$ cat src/include/id_config.svh
`ifndef ID_CONFIG_SVH
`define ID_CONFIG_SVH

`define ID_XLEN     32
`define ID_RADDR_W  5
`define ID_ALU_OPS  9

// opcode fields of the instruction word
`define ID_OP6_HI   31
`define ID_OP6_LO   26
`define ID_OP4_HI   25
`define ID_OP4_LO   22
`define ID_OP2_HI   21
`define ID_OP2_LO   20
`define ID_OP5_HI   19
`define ID_OP5_LO   15

// bit positions in the one-hot alu_op
`define ID_ALU_ADD  0
`define ID_ALU_SUB  1
`define ID_ALU_SLT  2
`define ID_ALU_SLTU 3
`define ID_ALU_AND  4
`define ID_ALU_OR   5
`define ID_ALU_XOR  6
`define ID_ALU_MUL  7
`define ID_ALU_DIV  8

`endif

$ cat src/rtl/id_pkg.sv
`include "id_config.svh"

package id_pkg;

  typedef struct packed {
    logic [`ID_XLEN-1:0] pc;
    logic [`ID_XLEN-1:0] instr;
  } fetch_slot_t;

  // result forwarded from a later stage
  typedef struct packed {
    logic                   valid;
    logic                   we;
    logic [`ID_RADDR_W-1:0] dest;
    logic [`ID_XLEN-1:0]    data;
  } bypass_t;

  // second alu operand
  typedef enum logic [1:0] {
    SRC2_RKD  = 2'd0,
    SRC2_IMM  = 2'd1,
    SRC2_FOUR = 2'd2
  } src_sel_t;

  typedef struct packed {
    logic [`ID_XLEN-1:0]    pc;
    logic [`ID_ALU_OPS-1:0] alu_op;
    logic [`ID_XLEN-1:0]    imm;
    logic [`ID_XLEN-1:0]    rj_value;
    logic [`ID_XLEN-1:0]    rkd_value;
    logic [`ID_RADDR_W-1:0] dest;
    src_sel_t               src2;
    logic                   src1_is_pc;
    logic                   gr_we;
    logic                   mem_we;
    logic                   res_from_mem;
    logic                   is_branch;
    logic                   branch_eq;
    logic                   branch_ne;
    logic                   is_link;
    logic                   illegal;
  } issue_op_t;

  // what the pairing check needs to know about one slot
  typedef struct packed {
    logic                   is_ls;
    logic                   is_mul;
    logic                   is_div;
    logic                   may_jump;
    logic                   illegal;
    logic                   gr_we;
    logic                   use_rj;
    logic                   use_rkd;
    logic [`ID_RADDR_W-1:0] dest;
    logic [`ID_RADDR_W-1:0] raddr1;
    logic [`ID_RADDR_W-1:0] raddr2;
  } slot_class_t;

endpackage

$ cat src/rtl/decode_stage.sv
`include "id_config.svh"

module decode_stage (
  input  logic                        clk,
  input  logic                        rst,
  input  logic                        flush,
  input  logic                        exe_ready,
  input  id_pkg::fetch_slot_t         slot0,
  input  id_pkg::fetch_slot_t         slot1,
  input  logic                        slot0_valid,
  input  logic                        slot1_valid,
  input  id_pkg::bypass_t             bypass_a,
  input  id_pkg::bypass_t             bypass_b,
  output logic [3:0][`ID_RADDR_W-1:0] rf_raddr,
  input  logic [3:0][`ID_XLEN-1:0]    rf_rdata,
  output logic [1:0]                  pop,
  output id_pkg::issue_op_t           issue0,
  output id_pkg::issue_op_t           issue1,
  output logic                        issue0_valid,
  output logic                        issue1_valid
);
  import id_pkg::*;

  logic [3:0][`ID_XLEN-1:0] opnd;
  issue_op_t                dec_op0;
  issue_op_t                dec_op1;
  slot_class_t              cls0;
  slot_class_t              cls1;
  logic                     pair_ok;
  logic                     valid0;
  logic                     valid1;

  // ports 0,1 belong to slot0 and ports 2,3 to slot1
  instr_decoder u_dec0 (
    .slot      (slot0),
    .rf_raddr1 (rf_raddr[0]),
    .rf_raddr2 (rf_raddr[1]),
    .rj_value  (opnd[0]),
    .rkd_value (opnd[1]),
    .op        (dec_op0),
    .cls       (cls0)
  );

  instr_decoder u_dec1 (
    .slot      (slot1),
    .rf_raddr1 (rf_raddr[2]),
    .rf_raddr2 (rf_raddr[3]),
    .rj_value  (opnd[2]),
    .rkd_value (opnd[3]),
    .op        (dec_op1),
    .cls       (cls1)
  );

  for (genvar i = 0; i < 4; i++)
  begin : g_bypass
    operand_bypass u_byp (
      .raddr    (rf_raddr[i]),
      .rf_data  (rf_rdata[i]),
      .bypass_a (bypass_a),
      .bypass_b (bypass_b),
      .value    (opnd[i])
    );
  end

  pair_issue_check u_pair (
    .cls0    (cls0),
    .cls1    (cls1),
    .pair_ok (pair_ok)
  );

  assign valid0 = slot0_valid;
  assign valid1 = slot1_valid & pair_ok;

  // consumed from fetch only when execute takes them
  assign pop = {valid1, valid0} & {2{exe_ready}};

  issue_regs u_regs (
    .clk          (clk),
    .rst          (rst),
    .flush        (flush),
    .exe_ready    (exe_ready),
    .in_op0       (dec_op0),
    .in_op1       (dec_op1),
    .in_valid0    (valid0),
    .in_valid1    (valid1),
    .issue0       (issue0),
    .issue1       (issue1),
    .issue0_valid (issue0_valid),
    .issue1_valid (issue1_valid)
  );

endmodule

$ cat src/rtl/instr_decoder.sv
`include "id_config.svh"

module instr_decoder (
  input  id_pkg::fetch_slot_t     slot,
  output logic [`ID_RADDR_W-1:0]  rf_raddr1,
  output logic [`ID_RADDR_W-1:0]  rf_raddr2,
  input  logic [`ID_XLEN-1:0]     rj_value,
  input  logic [`ID_XLEN-1:0]     rkd_value,
  output id_pkg::issue_op_t       op,
  output id_pkg::slot_class_t     cls
);
  import id_pkg::*;

  logic [`ID_XLEN-1:0]    inst;
  logic [5:0]             op6;
  logic [3:0]             op4;
  logic [1:0]             op2;
  logic [4:0]             op5;
  logic [4:0]             rd;
  logic [4:0]             rj;
  logic [4:0]             rk;
  logic [11:0]            i12;
  logic [15:0]            i16;
  logic [25:0]            i26;

  logic                   grp_3r;
  logic                   inst_add_w;
  logic                   inst_sub_w;
  logic                   inst_slt;
  logic                   inst_sltu;
  logic                   inst_and;
  logic                   inst_or;
  logic                   inst_xor;
  logic                   inst_mul_w;
  logic                   inst_div_w;
  logic                   inst_addi_w;
  logic                   inst_andi;
  logic                   inst_ori;
  logic                   inst_ld_w;
  logic                   inst_st_w;
  logic                   inst_jirl;
  logic                   inst_b;
  logic                   inst_bl;
  logic                   inst_beq;
  logic                   inst_bne;

  logic                   legal;
  logic                   is_rr;
  logic                   may_jump;
  logic                   need_si12;
  logic                   need_ui12;
  logic                   need_si16;
  logic                   need_si26;
  logic                   gr_we;
  logic [`ID_RADDR_W-1:0] dest;
  logic [`ID_ALU_OPS-1:0] alu_op;
  logic [`ID_XLEN-1:0]    imm;
  src_sel_t               src2;

  assign inst = slot.instr;
  assign op6  = inst[`ID_OP6_HI:`ID_OP6_LO];
  assign op4  = inst[`ID_OP4_HI:`ID_OP4_LO];
  assign op2  = inst[`ID_OP2_HI:`ID_OP2_LO];
  assign op5  = inst[`ID_OP5_HI:`ID_OP5_LO];
  assign rd   = inst[4:0];
  assign rj   = inst[9:5];
  assign rk   = inst[14:10];
  assign i12  = inst[21:10];
  assign i16  = inst[25:10];
  assign i26  = {inst[9:0], inst[25:10]};

  // three-register group
  assign grp_3r     = (op6 == 6'h00) & (op4 == 4'h0) & (op2 == 2'h1);
  assign inst_add_w = grp_3r & (op5 == 5'h00);
  assign inst_sub_w = grp_3r & (op5 == 5'h02);
  assign inst_slt   = grp_3r & (op5 == 5'h04);
  assign inst_sltu  = grp_3r & (op5 == 5'h05);
  assign inst_and   = grp_3r & (op5 == 5'h09);
  assign inst_or    = grp_3r & (op5 == 5'h0a);
  assign inst_xor   = grp_3r & (op5 == 5'h0b);
  assign inst_mul_w = grp_3r & (op5 == 5'h18);
  assign inst_div_w = (op6 == 6'h00) & (op4 == 4'h0) & (op2 == 2'h2) & (op5 == 5'h00);

  assign inst_addi_w = (op6 == 6'h00) & (op4 == 4'ha);
  assign inst_andi   = (op6 == 6'h00) & (op4 == 4'hd);
  assign inst_ori    = (op6 == 6'h00) & (op4 == 4'he);
  assign inst_ld_w   = (op6 == 6'h0a) & (op4 == 4'h2);
  assign inst_st_w   = (op6 == 6'h0a) & (op4 == 4'h6);
  assign inst_jirl   = (op6 == 6'h13);
  assign inst_b      = (op6 == 6'h14);
  assign inst_bl     = (op6 == 6'h15);
  assign inst_beq    = (op6 == 6'h16);
  assign inst_bne    = (op6 == 6'h17);

  assign is_rr    = inst_add_w | inst_sub_w | inst_slt | inst_sltu | inst_and |
                    inst_or | inst_xor | inst_mul_w | inst_div_w;
  assign may_jump = inst_beq | inst_bne | inst_b | inst_bl | inst_jirl;
  assign legal    = is_rr | may_jump | inst_addi_w | inst_andi | inst_ori |
                    inst_ld_w | inst_st_w;

  assign alu_op[`ID_ALU_ADD]  = inst_add_w | inst_addi_w | inst_ld_w | inst_st_w |
                                inst_jirl | inst_bl;
  assign alu_op[`ID_ALU_SUB]  = inst_sub_w | inst_beq | inst_bne;
  assign alu_op[`ID_ALU_SLT]  = inst_slt;
  assign alu_op[`ID_ALU_SLTU] = inst_sltu;
  assign alu_op[`ID_ALU_AND]  = inst_and | inst_andi;
  assign alu_op[`ID_ALU_OR]   = inst_or | inst_ori;
  assign alu_op[`ID_ALU_XOR]  = inst_xor;
  assign alu_op[`ID_ALU_MUL]  = inst_mul_w;
  assign alu_op[`ID_ALU_DIV]  = inst_div_w;

  assign need_si12 = inst_addi_w | inst_ld_w | inst_st_w;
  assign need_ui12 = inst_andi | inst_ori;
  assign need_si16 = inst_beq | inst_bne | inst_jirl;
  assign need_si26 = inst_b | inst_bl;

  // branch offsets are word offsets
  always_comb
  begin
    if (need_si26)
      imm = {{4{i26[25]}}, i26, 2'b00};
    else if (need_si16)
      imm = {{14{i16[15]}}, i16, 2'b00};
    else if (need_ui12)
      imm = {20'b0, i12};
    else if (need_si12)
      imm = {{20{i12[11]}}, i12};
    else
      imm = '0;
  end

  always_comb
  begin
    if (inst_jirl | inst_bl)
      src2 = SRC2_FOUR;
    else if (need_si12 | need_ui12)
      src2 = SRC2_IMM;
    else
      src2 = SRC2_RKD;
  end

  assign dest  = inst_bl ? 5'd1 : rd;
  assign gr_we = legal & ~(inst_st_w | inst_beq | inst_bne | inst_b) & (dest != '0);

  // compares and stores read rd as the second source
  assign rf_raddr1 = rj;
  assign rf_raddr2 = (inst_beq | inst_bne | inst_st_w) ? rd : rk;

  always_comb
  begin
    op.pc           = slot.pc;
    op.alu_op       = alu_op;
    op.imm          = imm;
    op.rj_value     = rj_value;
    op.rkd_value    = rkd_value;
    op.dest         = dest;
    op.src2         = src2;
    op.src1_is_pc   = inst_jirl | inst_bl;
    op.gr_we        = gr_we;
    op.mem_we       = inst_st_w;
    op.res_from_mem = inst_ld_w;
    op.is_branch    = may_jump;
    op.branch_eq    = inst_beq;
    op.branch_ne    = inst_bne;
    op.is_link      = inst_jirl | inst_bl;
    op.illegal      = ~legal;
  end

  always_comb
  begin
    cls.is_ls    = inst_ld_w | inst_st_w;
    cls.is_mul   = inst_mul_w;
    cls.is_div   = inst_div_w;
    cls.may_jump = may_jump;
    cls.illegal  = ~legal;
    cls.gr_we    = gr_we;
    cls.use_rj   = ~(inst_b | inst_bl);
    cls.use_rkd  = is_rr | inst_beq | inst_bne | inst_st_w;
    cls.dest     = dest;
    cls.raddr1   = rf_raddr1;
    cls.raddr2   = rf_raddr2;
  end

  alu_op_onehot: assert final ($onehot0(alu_op))
    else $error("instr_decoder: alu_op %b has more than one bit set", alu_op);

endmodule

$ cat src/rtl/issue_regs.sv
module issue_regs (
  input  logic              clk,
  input  logic              rst,
  input  logic              flush,
  input  logic              exe_ready,
  input  id_pkg::issue_op_t in_op0,
  input  id_pkg::issue_op_t in_op1,
  input  logic              in_valid0,
  input  logic              in_valid1,
  output id_pkg::issue_op_t issue0,
  output id_pkg::issue_op_t issue1,
  output logic              issue0_valid,
  output logic              issue1_valid
);

  // flush beats stall
  always_ff @(posedge clk)
  begin
    if (rst || flush)
    begin
      issue0_valid <= 1'b0;
      issue1_valid <= 1'b0;
    end
    else if (exe_ready)
    begin
      issue0_valid <= in_valid0;
      issue1_valid <= in_valid1;
    end
  end

  always_ff @(posedge clk)
  begin
    if (exe_ready)
    begin
      issue0 <= in_op0;
      issue1 <= in_op1;
    end
  end

  valids_clear: assert property (@(posedge clk)
    (rst || flush) |=> !issue0_valid && !issue1_valid)
    else $error("issue_regs: valid left set after reset or flush");

  hold_on_stall: assert property (@(posedge clk) disable iff (rst)
    !exe_ready && !flush |=> $stable({issue0, issue1, issue0_valid, issue1_valid}))
    else $error("issue_regs: outputs changed during a stall");

endmodule

$ cat src/rtl/operand_bypass.sv
`include "id_config.svh"

module operand_bypass (
  input  logic [`ID_RADDR_W-1:0] raddr,
  input  logic [`ID_XLEN-1:0]    rf_data,
  input  id_pkg::bypass_t        bypass_a,
  input  id_pkg::bypass_t        bypass_b,
  output logic [`ID_XLEN-1:0]    value
);

  logic hit_a;
  logic hit_b;

  assign hit_a = bypass_a.valid & bypass_a.we & (bypass_a.dest == raddr);
  assign hit_b = bypass_b.valid & bypass_b.we & (bypass_b.dest == raddr);

  // bypass_b is the younger result
  always_comb
  begin
    if (hit_b)
      value = bypass_b.data;
    else if (hit_a)
      value = bypass_a.data;
    else
      value = rf_data;
  end

endmodule

$ cat src/rtl/pair_issue_check.sv
module pair_issue_check (
  input  id_pkg::slot_class_t cls0,
  input  id_pkg::slot_class_t cls1,
  output logic                pair_ok
);

  logic slot0_solo;
  logic unit_clash;
  logic order_clash;
  logic raw_hazard;

  // jumps and memory ops in slot0 issue alone
  assign slot0_solo = cls0.may_jump | cls0.is_ls | cls0.illegal;

  // one multiplier and one divider
  assign unit_clash = (cls0.is_mul & cls1.is_mul) | (cls0.is_div & cls1.is_div);

  // no jump or memory op behind a mul or div
  assign order_clash = (cls1.may_jump | cls1.is_ls) & (cls0.is_mul | cls0.is_div);

  // slot1 reads what slot0 writes
  assign raw_hazard = cls0.gr_we & (cls0.dest != '0) &
                      ((cls1.use_rj & (cls1.raddr1 == cls0.dest)) |
                       (cls1.use_rkd & (cls1.raddr2 == cls0.dest)));

  assign pair_ok = ~(slot0_solo | cls1.illegal | unit_clash | order_clash | raw_hazard);

endmodule

$ cat config.mk
export PLATFORM = sky130hd
export DESIGN_NAME = decode_stage
export DESIGN_NICKNAME = d
export VERILOG_FILES = /design/src/rtl/id_pkg.sv /design/src/rtl/decode_stage.sv /design/src/rtl/instr_decoder.sv /design/src/rtl/issue_regs.sv /design/src/rtl/operand_bypass.sv /design/src/rtl/pair_issue_check.sv
export VERILOG_INCLUDE_DIRS = /design/src /design/src/include
export SDC_FILE = /design/constraint.sdc
export NUM_CORES = 1
export LEC_CHECK = 0
export ABC_CLOCK_PERIOD_IN_PS = 3800
export BUFFER_PORTS_ARGS = -buffer_cell sky130_fd_sc_hd__buf_2
export CORE_AREA = 2 2 262 264
export CTS_CLUSTER_DIAMETER = 150
export CTS_CLUSTER_SIZE = 14
export DETAILED_ROUTE_END_ITERATION = 8
export DIE_AREA = 0 0 264 266
export SLEW_MARGIN = 15
export SYNTH_ARGS = -nofsm -noshare
export SYNTH_HDL_FRONTEND = slang
export SYNTH_SLANG_ARGS = --single-unit
$ cat constraint.sdc
create_clock -name clk -period 3.8 [get_ports clk]
set_input_delay 0.95 -clock clk [delete_from_list [all_inputs] [get_ports clk]]
set_output_delay 0.95 -clock clk [all_outputs]
set_load 0.02 [all_outputs]
# After elaboration in Yosys (flattened, before gate mapping)
# Cells that the tools add are included.
[classes]
add_sub_neg = 0
mul = 0
div = 0
n_lt_le_gt_ge = 0
eq_ne = 50
shifts = 0
n_mux = 22
n_bitwise = 154
reduce_logical = 11
[ops]
columns = ["op", "n"]
rows = [
  ["$mux W32", 16],
  ["$or A1 B1 Y1", 91],
  ["$eq A6 B5 Y1 const B", 10],
  ["$and A1 B1 Y1", 56],
  ["$eq A5 B5 Y1", 10],
  ["$eq A5 B4 Y1 const B", 6],
  ["$eq A4 B4 Y1 const B", 6],
  ["$eq A5 B3 Y1 const B", 4],
  ["$mux W5", 4],
  ["$eq A6 B4 Y1 const B", 2],
  ["$logic_not A6 Y1", 2],
  ["$eq A5 B2 Y1 const B", 2],
  ["$eq A5 B5 Y1 const B", 2],
  ["$logic_not A5 Y1", 2],
  ["$reduce_bool A5 Y1", 2],
  ["$eq A4 B2 Y1 const B", 2],
  ["$eq A4 B3 Y1 const B", 2],
  ["$logic_not A4 Y1", 2],
  ["$not A1 Y1", 6],
  ["$eq A2 B1 Y1 const B", 2],
  ["$eq A2 B2 Y1 const B", 2],
  ["$reduce_or A2 Y1", 2],
  ["$and A2 B2 Y2", 1],
  ["$mux W1", 2],
  ["$logic_or A1 B1 Y1", 1],
]
[totals]
reg_bits = 306
latch_bits = 0
ram_bits = 0
rom_bits = 0
inputBits = 340
wordCells = 271
mem_count = 0

# Logic depth before layout (Yosys ltp)
[depth]
word_depth = 27
ltp_mapped = 12

# Hierarchy
# A second synthesis with hierarchy kept.
[hier_totals]
hier_cells = 1539
hier_area_um2 = 17357.9
[by_module_without_submodules]
columns = ["mod", "instances", "cells_each", "area_per_inst_um2"]
rows = [
  ["issue_regs", 1, 312, 9258.9],
  ["operand_bypass", 4, 169, 1017.2],
  ["instr_decoder", 2, 263, 1926.8],
  ["pair_issue_check", 1, 22, 157.7],
  ["decode_stage", 1, 3, 18.8],
]

# Least setup slack after synthesis
# No wires, ideal clock.
[synth_path]
path_type = "input -> output"
from = "input port slot1[27] in the netlist's numbering"
to = "output port pop[1]"
t_arrival_ns = 3.348
setup_slack_ns = -0.498
cell_stages = 7
cell_sequence = "buf_2 -> and2_1 -> o21ai_0 -> o211ai_1 -> a2111oi_0 -> nand2_1 -> a2111oi_0"
[synth_via]
elab_chain_len = 26
elab_cells_between_ends = 68
classes_between = "eq/ne (7); mux (1); bitwise (59); reduce/logical (1)"
[synth_rtl]
columns = ["item", "line_no", "source"]
rows = [
  ["start, declared", "decode_stage.sv:9", "input id_pkg::fetch_slot_t slot1,"],
  ["$logic_not A6 Y1", "--", ""],
  ["$and A1 B1 Y1", "instr_decoder.sv:73, instr_decoder.sv:82", ""],
  ["$and A1 B1 Y1", "instr_decoder.sv:73", "assign grp_3r = (op6 == 6'h00) & (op4 == 4'h0) & (op2 == 2'h1);"],
  ["$and A1 B1 Y1 (on tied branches)", "instr_decoder.sv:74, instr_decoder.sv:75", ""],
  ["$or A1 B1 Y1 (5 in a row)", "instr_decoder.sv:95", "assign is_rr = inst_add_w | inst_sub_w | inst_slt | inst_sltu | inst_and |"],
  ["$or A1 B1 Y1 (3 in a row)", "instr_decoder.sv:96", "inst_or | inst_xor | inst_mul_w | inst_div_w;"],
  ["$or A1 B1 Y1 (5 in a row)", "instr_decoder.sv:98", "assign legal = is_rr | may_jump | inst_addi_w | inst_andi | inst_ori |"],
  ["$or A1 B1 Y1", "instr_decoder.sv:99", "inst_ld_w | inst_st_w;"],
  ["$not A1 Y1", "instr_decoder.sv:175", "cls.illegal = ~legal;"],
  ["$or A1 B1 Y1 (3 in a row)", "pair_issue_check.sv:26", "assign pair_ok = ~(slot0_solo | cls1.illegal | unit_clash | order_clash | raw_hazard);"],
  ["$or A1 B1 Y1 *", "pair_issue_check.sv:26", ""],
  ["$not A1 Y1 *", "pair_issue_check.sv:26", ""],
  ["$and A1 B1 Y1 *", "decode_stage.sv:72", "assign valid1 = slot1_valid & pair_ok;"],
  ["$and A2 B2 Y2 *", "decode_stage.sv:75", "assign pop = {valid1, valid0} & {2{exe_ready}};"],
  ["end, declared", "decode_stage.sv:16", "output logic [1:0] pop,"],
]
# Every way passes the cells marked *; elsewhere a longest branch is shown, timed or not.

# Final worst setup path
[layout_path]
from = "input port slot1[19] in the netlist's numbering"
to = "output port pop[1]"
[layout_via]
elab_chain_len = 24
elab_cells_between_ends = 48
classes_between = "eq/ne (7); bitwise (40); reduce/logical (1)"
[layout_rtl]
columns = ["item", "line_no"]
rows = [
  ["$eq A5 B2 Y1 / $logic_not A5 Y1 (equally long branches)", "instr_decoder.sv:75, instr_decoder.sv:74, instr_decoder.sv:82"],
  ["$and A1 B1 Y1 (on tied branches)", "instr_decoder.sv:75, instr_decoder.sv:74"],
  ["$or A1 B1 Y1 (5 in a row)", "instr_decoder.sv:95"],
  ["$or A1 B1 Y1 (3 in a row)", "instr_decoder.sv:96"],
  ["$or A1 B1 Y1 (5 in a row)", "instr_decoder.sv:98"],
  ["$or A1 B1 Y1", "instr_decoder.sv:99"],
  ["$not A1 Y1", "instr_decoder.sv:175"],
  ["$or A1 B1 Y1 (3 in a row)", "pair_issue_check.sv:26"],
  ["$or A1 B1 Y1 *", "pair_issue_check.sv:26"],
  ["$not A1 Y1 *", "pair_issue_check.sv:26"],
  ["$and A1 B1 Y1 *", "decode_stage.sv:72"],
  ["$and A2 B2 Y2 *", "decode_stage.sv:75"],
]
# Marked as above.

==> flow_summary.yaml <==
worst_setup_path:
  reg2regPathDepth: 2
  worstSetupStartpoint: "slot1[19]"
  crit_buf_inv: 3
  cpMaxStageDelayCell: "or4bb_1"
  cpPeakStageDelay_ns: 0.49
  rrSetupSlack_ns: 3.16
  crit_chain: "buf_4 > or4bb_1 > a311o_1 > a31oi_2 > a22o_1 > inv_2 > o41ai_4 > a2111oi_4 > buf_4"
  startpoint_type: "primary input"
  cp.depth: 9
  cp_max_fo: 6
  crit_arrival_ns: 2.98
  endpoint: "pop[1]"
  r2r-start: "u_regs.issue1_valid$_SDFFE_PP0P_"
  cp-end-kind: "output pin"
  required_ns: 2.85
  worst_path_most_repeated_cell: "buf_4"
  r2r-end: "u_regs.issue1_valid$_SDFFE_PP0P_"
  path_delay_family: "compound AO/OA/AOI/OAI gates"
  timing.setup.critical_path_class: "primary input to output pin"
detailed_routing:
  drcViolationCount: 0
  drt-total-wl_mm: 68.5
  vias_per_cell: 4.97
  detail-route-antenna-nets: 0
  wl_per_cell_um: 23.7
  drt_first_iter_violations: 1260
  vias: 14300
  first_pass_iters: 6
timing:
  worst-slew-pin-transition_ns: 1.20
  skew_ns: 0
  fmax_mhz: 255
  slew_headroom_pct: 19.8
  rsz0062_at_grt: "yes"
  finalCritPeriodShare_pct: 103
  final-setup-viol-count: 1
  fin_ws_ns: -0.127
  tns_ns: -0.127
  hold_violations: 0
  maxSlewViolCount: 0
  post-route-min-period_ns: 3.93
clocking:
  insertion_delay_ns: 0.56
  htreeDepth: 1
  clock_sinks: 298
  numCtsBuffers: 25
  cts_tree: "done"
  clk_pin_slew_ns: 0.07
  hold_buffers: 0
  ctsRootBufferMaster: "clkbuf_16"
  clock_path_buffers: 3
synthesis:
  synthCells: 1263
  syn_avg_cell_area_um2: 11.7
  synth_top_cell_by_area: "edfxtp_1"
  yosysSeqAreaShare_pct: 60.3
  synth.area.top_cells: "edfxtp_1, mux2i_1, a31oi_1, a21oi_1, nor2_1"
  synth.most_common_cell: "edfxtp_1"
  syn-num-nets: 1603
  synth_warnings: 0
  async_reset_ff_share_pct: 0
  synth_top_area_share_pct: 60.0
  ys_types: 72
  synth_flop_cell: "edfxtp_1"
  synth_area_um2: 14800
  synth.cells.most_frequent: "edfxtp_1, nor2_1, a21oi_1"
  synth_edf_count: 296
  synth.ff_latch_count: 298
place:
  place_ws_ns: -0.339
  gp_congestion: 0.872
  hpwlAfterDp_mm: 52.1
  io_buffers: 669
  postPlaceCellArea_um2: 20100
worst_hold_path:
  hold_class: "register to register"
  holdCritStartpoint: "u_regs.issue1_valid$_SDFFE_PP0P_"
grt:
  grt_pass1_vias: 13900
  grt_usage_pct: 18.2
  grt_max_degree: 175
  antenna_found_initial: 12
  grt_overflow: 0
  grt_pass1_wl_mm: 95.2
die:
  ios: 670
  dieArea_um2: 70200
  die_h_um: 266
  start_util_pct: 21.9
  core_area_um2: 67700
  die_w_um: 264
  rows: 96
finish:
  fin_area_um2: 21000
  fill_cells: 6962
  drive_above_1_share_pct: 44.9
  syn2layout_area_growth_pct: 41.4
  final_nets: 2325
power_and_ir_drop:
  irDropWorstVdd_v: 0.000258
  power.density_nw_per_um2: 386
  cellLeakagePower_nw: 9.02
  power_mw: 8.08
flow_run:
  cap_violations: 0
status:
  status: "complete, but fails checks"
  failed_checks: "setup timing"
## final cells by class
cell class	instances	area, µm²	area share (%)
clock buffers	35	663	3.16
well taps	882	1100	5.27
diodes	7	17.5	0.0836
multi-input cells	816	5340	25.5
clock inverters	3	21.3	0.102
flip-flops and latches	298	8930	42.6
inverters	17	68.8	0.328
repair buffers	827	4820	23.0
## routing by layer
metal | GRT usage (%) | share of wire, %
met4 | 5.54 | 2.7
met5 | 0 | 0.083
met2 | 32.2 | 50
met1 | 21.8 | 38
met3 | 4.27 | 8.7
## stage by stage
stage               hold WS (ns)  util [%]  cells
finish                     0.462      30.9   2885
detailed placement         0.457      29.6   2828
global placement           0.452      29.6   2828
CTS                        0.469      30.8   2878
global route               0.490      30.9   2881
floorplan                  0.528         -   1263
## worst min-delay path, cell delays in order, from the launching register on
cell      delay (ns)
dfxtp_1         0.31
nand2_1         0.05
a211oi_1        0.05
## flip-flops by register name, summed over array words and instances, names as in the netlist
name                 flops
u_regs.issue0          148
u_regs.issue1          148
u_regs.issue0_valid      1
u_regs.issue1_valid      1
## cell families (layout without fill, tap and decap cells)
logic type / Yosys count / after routing / share of synthesized area [%]
other: 0 / 7 / 0
multiplexers: 64 / 64 / 4.32
buffers and inverters: 149 / 882 / 4.83
flip-flops: 298 / 298 / 60.3
AND/OR/NAND/NOR: 393 / 393 / 14.5
XOR/XNOR: 37 / 37 / 2.19
AO/OA/AOI/OAI: 322 / 322 / 13.9
## layout by cell type, fill, tap and decap left out, types with 19 or more instances in the layout
cell	instances
nor3_1	38
buf_12	20
a22o_1	20
o31ai_1	32
and2_1	19
nand3_1	50
nand2_1	33
a21oi_1	78
nor2_1	89
buf_2	664
mux2i_1	64
o21ai_1	32
nand4_1	44
clkbuf_16	25
a21o_1	33
a31oi_1	65
edfxtp_1	296
xor2_1	23
nor4_1	43
buf_4	139
## power breakdown
group          switching [mW]  leakage [nW]  total (mW)  internal [mW]
registers              0.0796          2.89        3.97           3.89
logic                    1.10          5.81        1.66          0.565
clock network            1.23         0.331        2.44           1.21
total                    2.41          9.02        8.08           5.66
## worst min path at each step
stage                                             to  slack [ns]  cells after the start
finish              u_regs.issue1_valid$_SDFFE_PP0P_        0.46                      2
global route        u_regs.issue1_valid$_SDFFE_PP0P_        0.49                      2
CTS                 u_regs.issue1_valid$_SDFFE_PP0P_        0.47                      2
detailed placement  u_regs.issue1_valid$_SDFFE_PP0P_        0.46                      2
global placement    u_regs.issue1_valid$_SDFFE_PP0P_        0.45                      2
floorplan           u_regs.issue1_valid$_SDFFE_PP0P_        0.53                      2
## timing repair
item                                   in CTS  in global routing
endpoints found under the hold margin       0                  0
setup endpoints to repair                   1                  1
pin swaps                                   7                  1
gates resized for setup                    14                  7
setup buffers                              12                  0
Note: power is estimated with default switching activity, not from simulation.
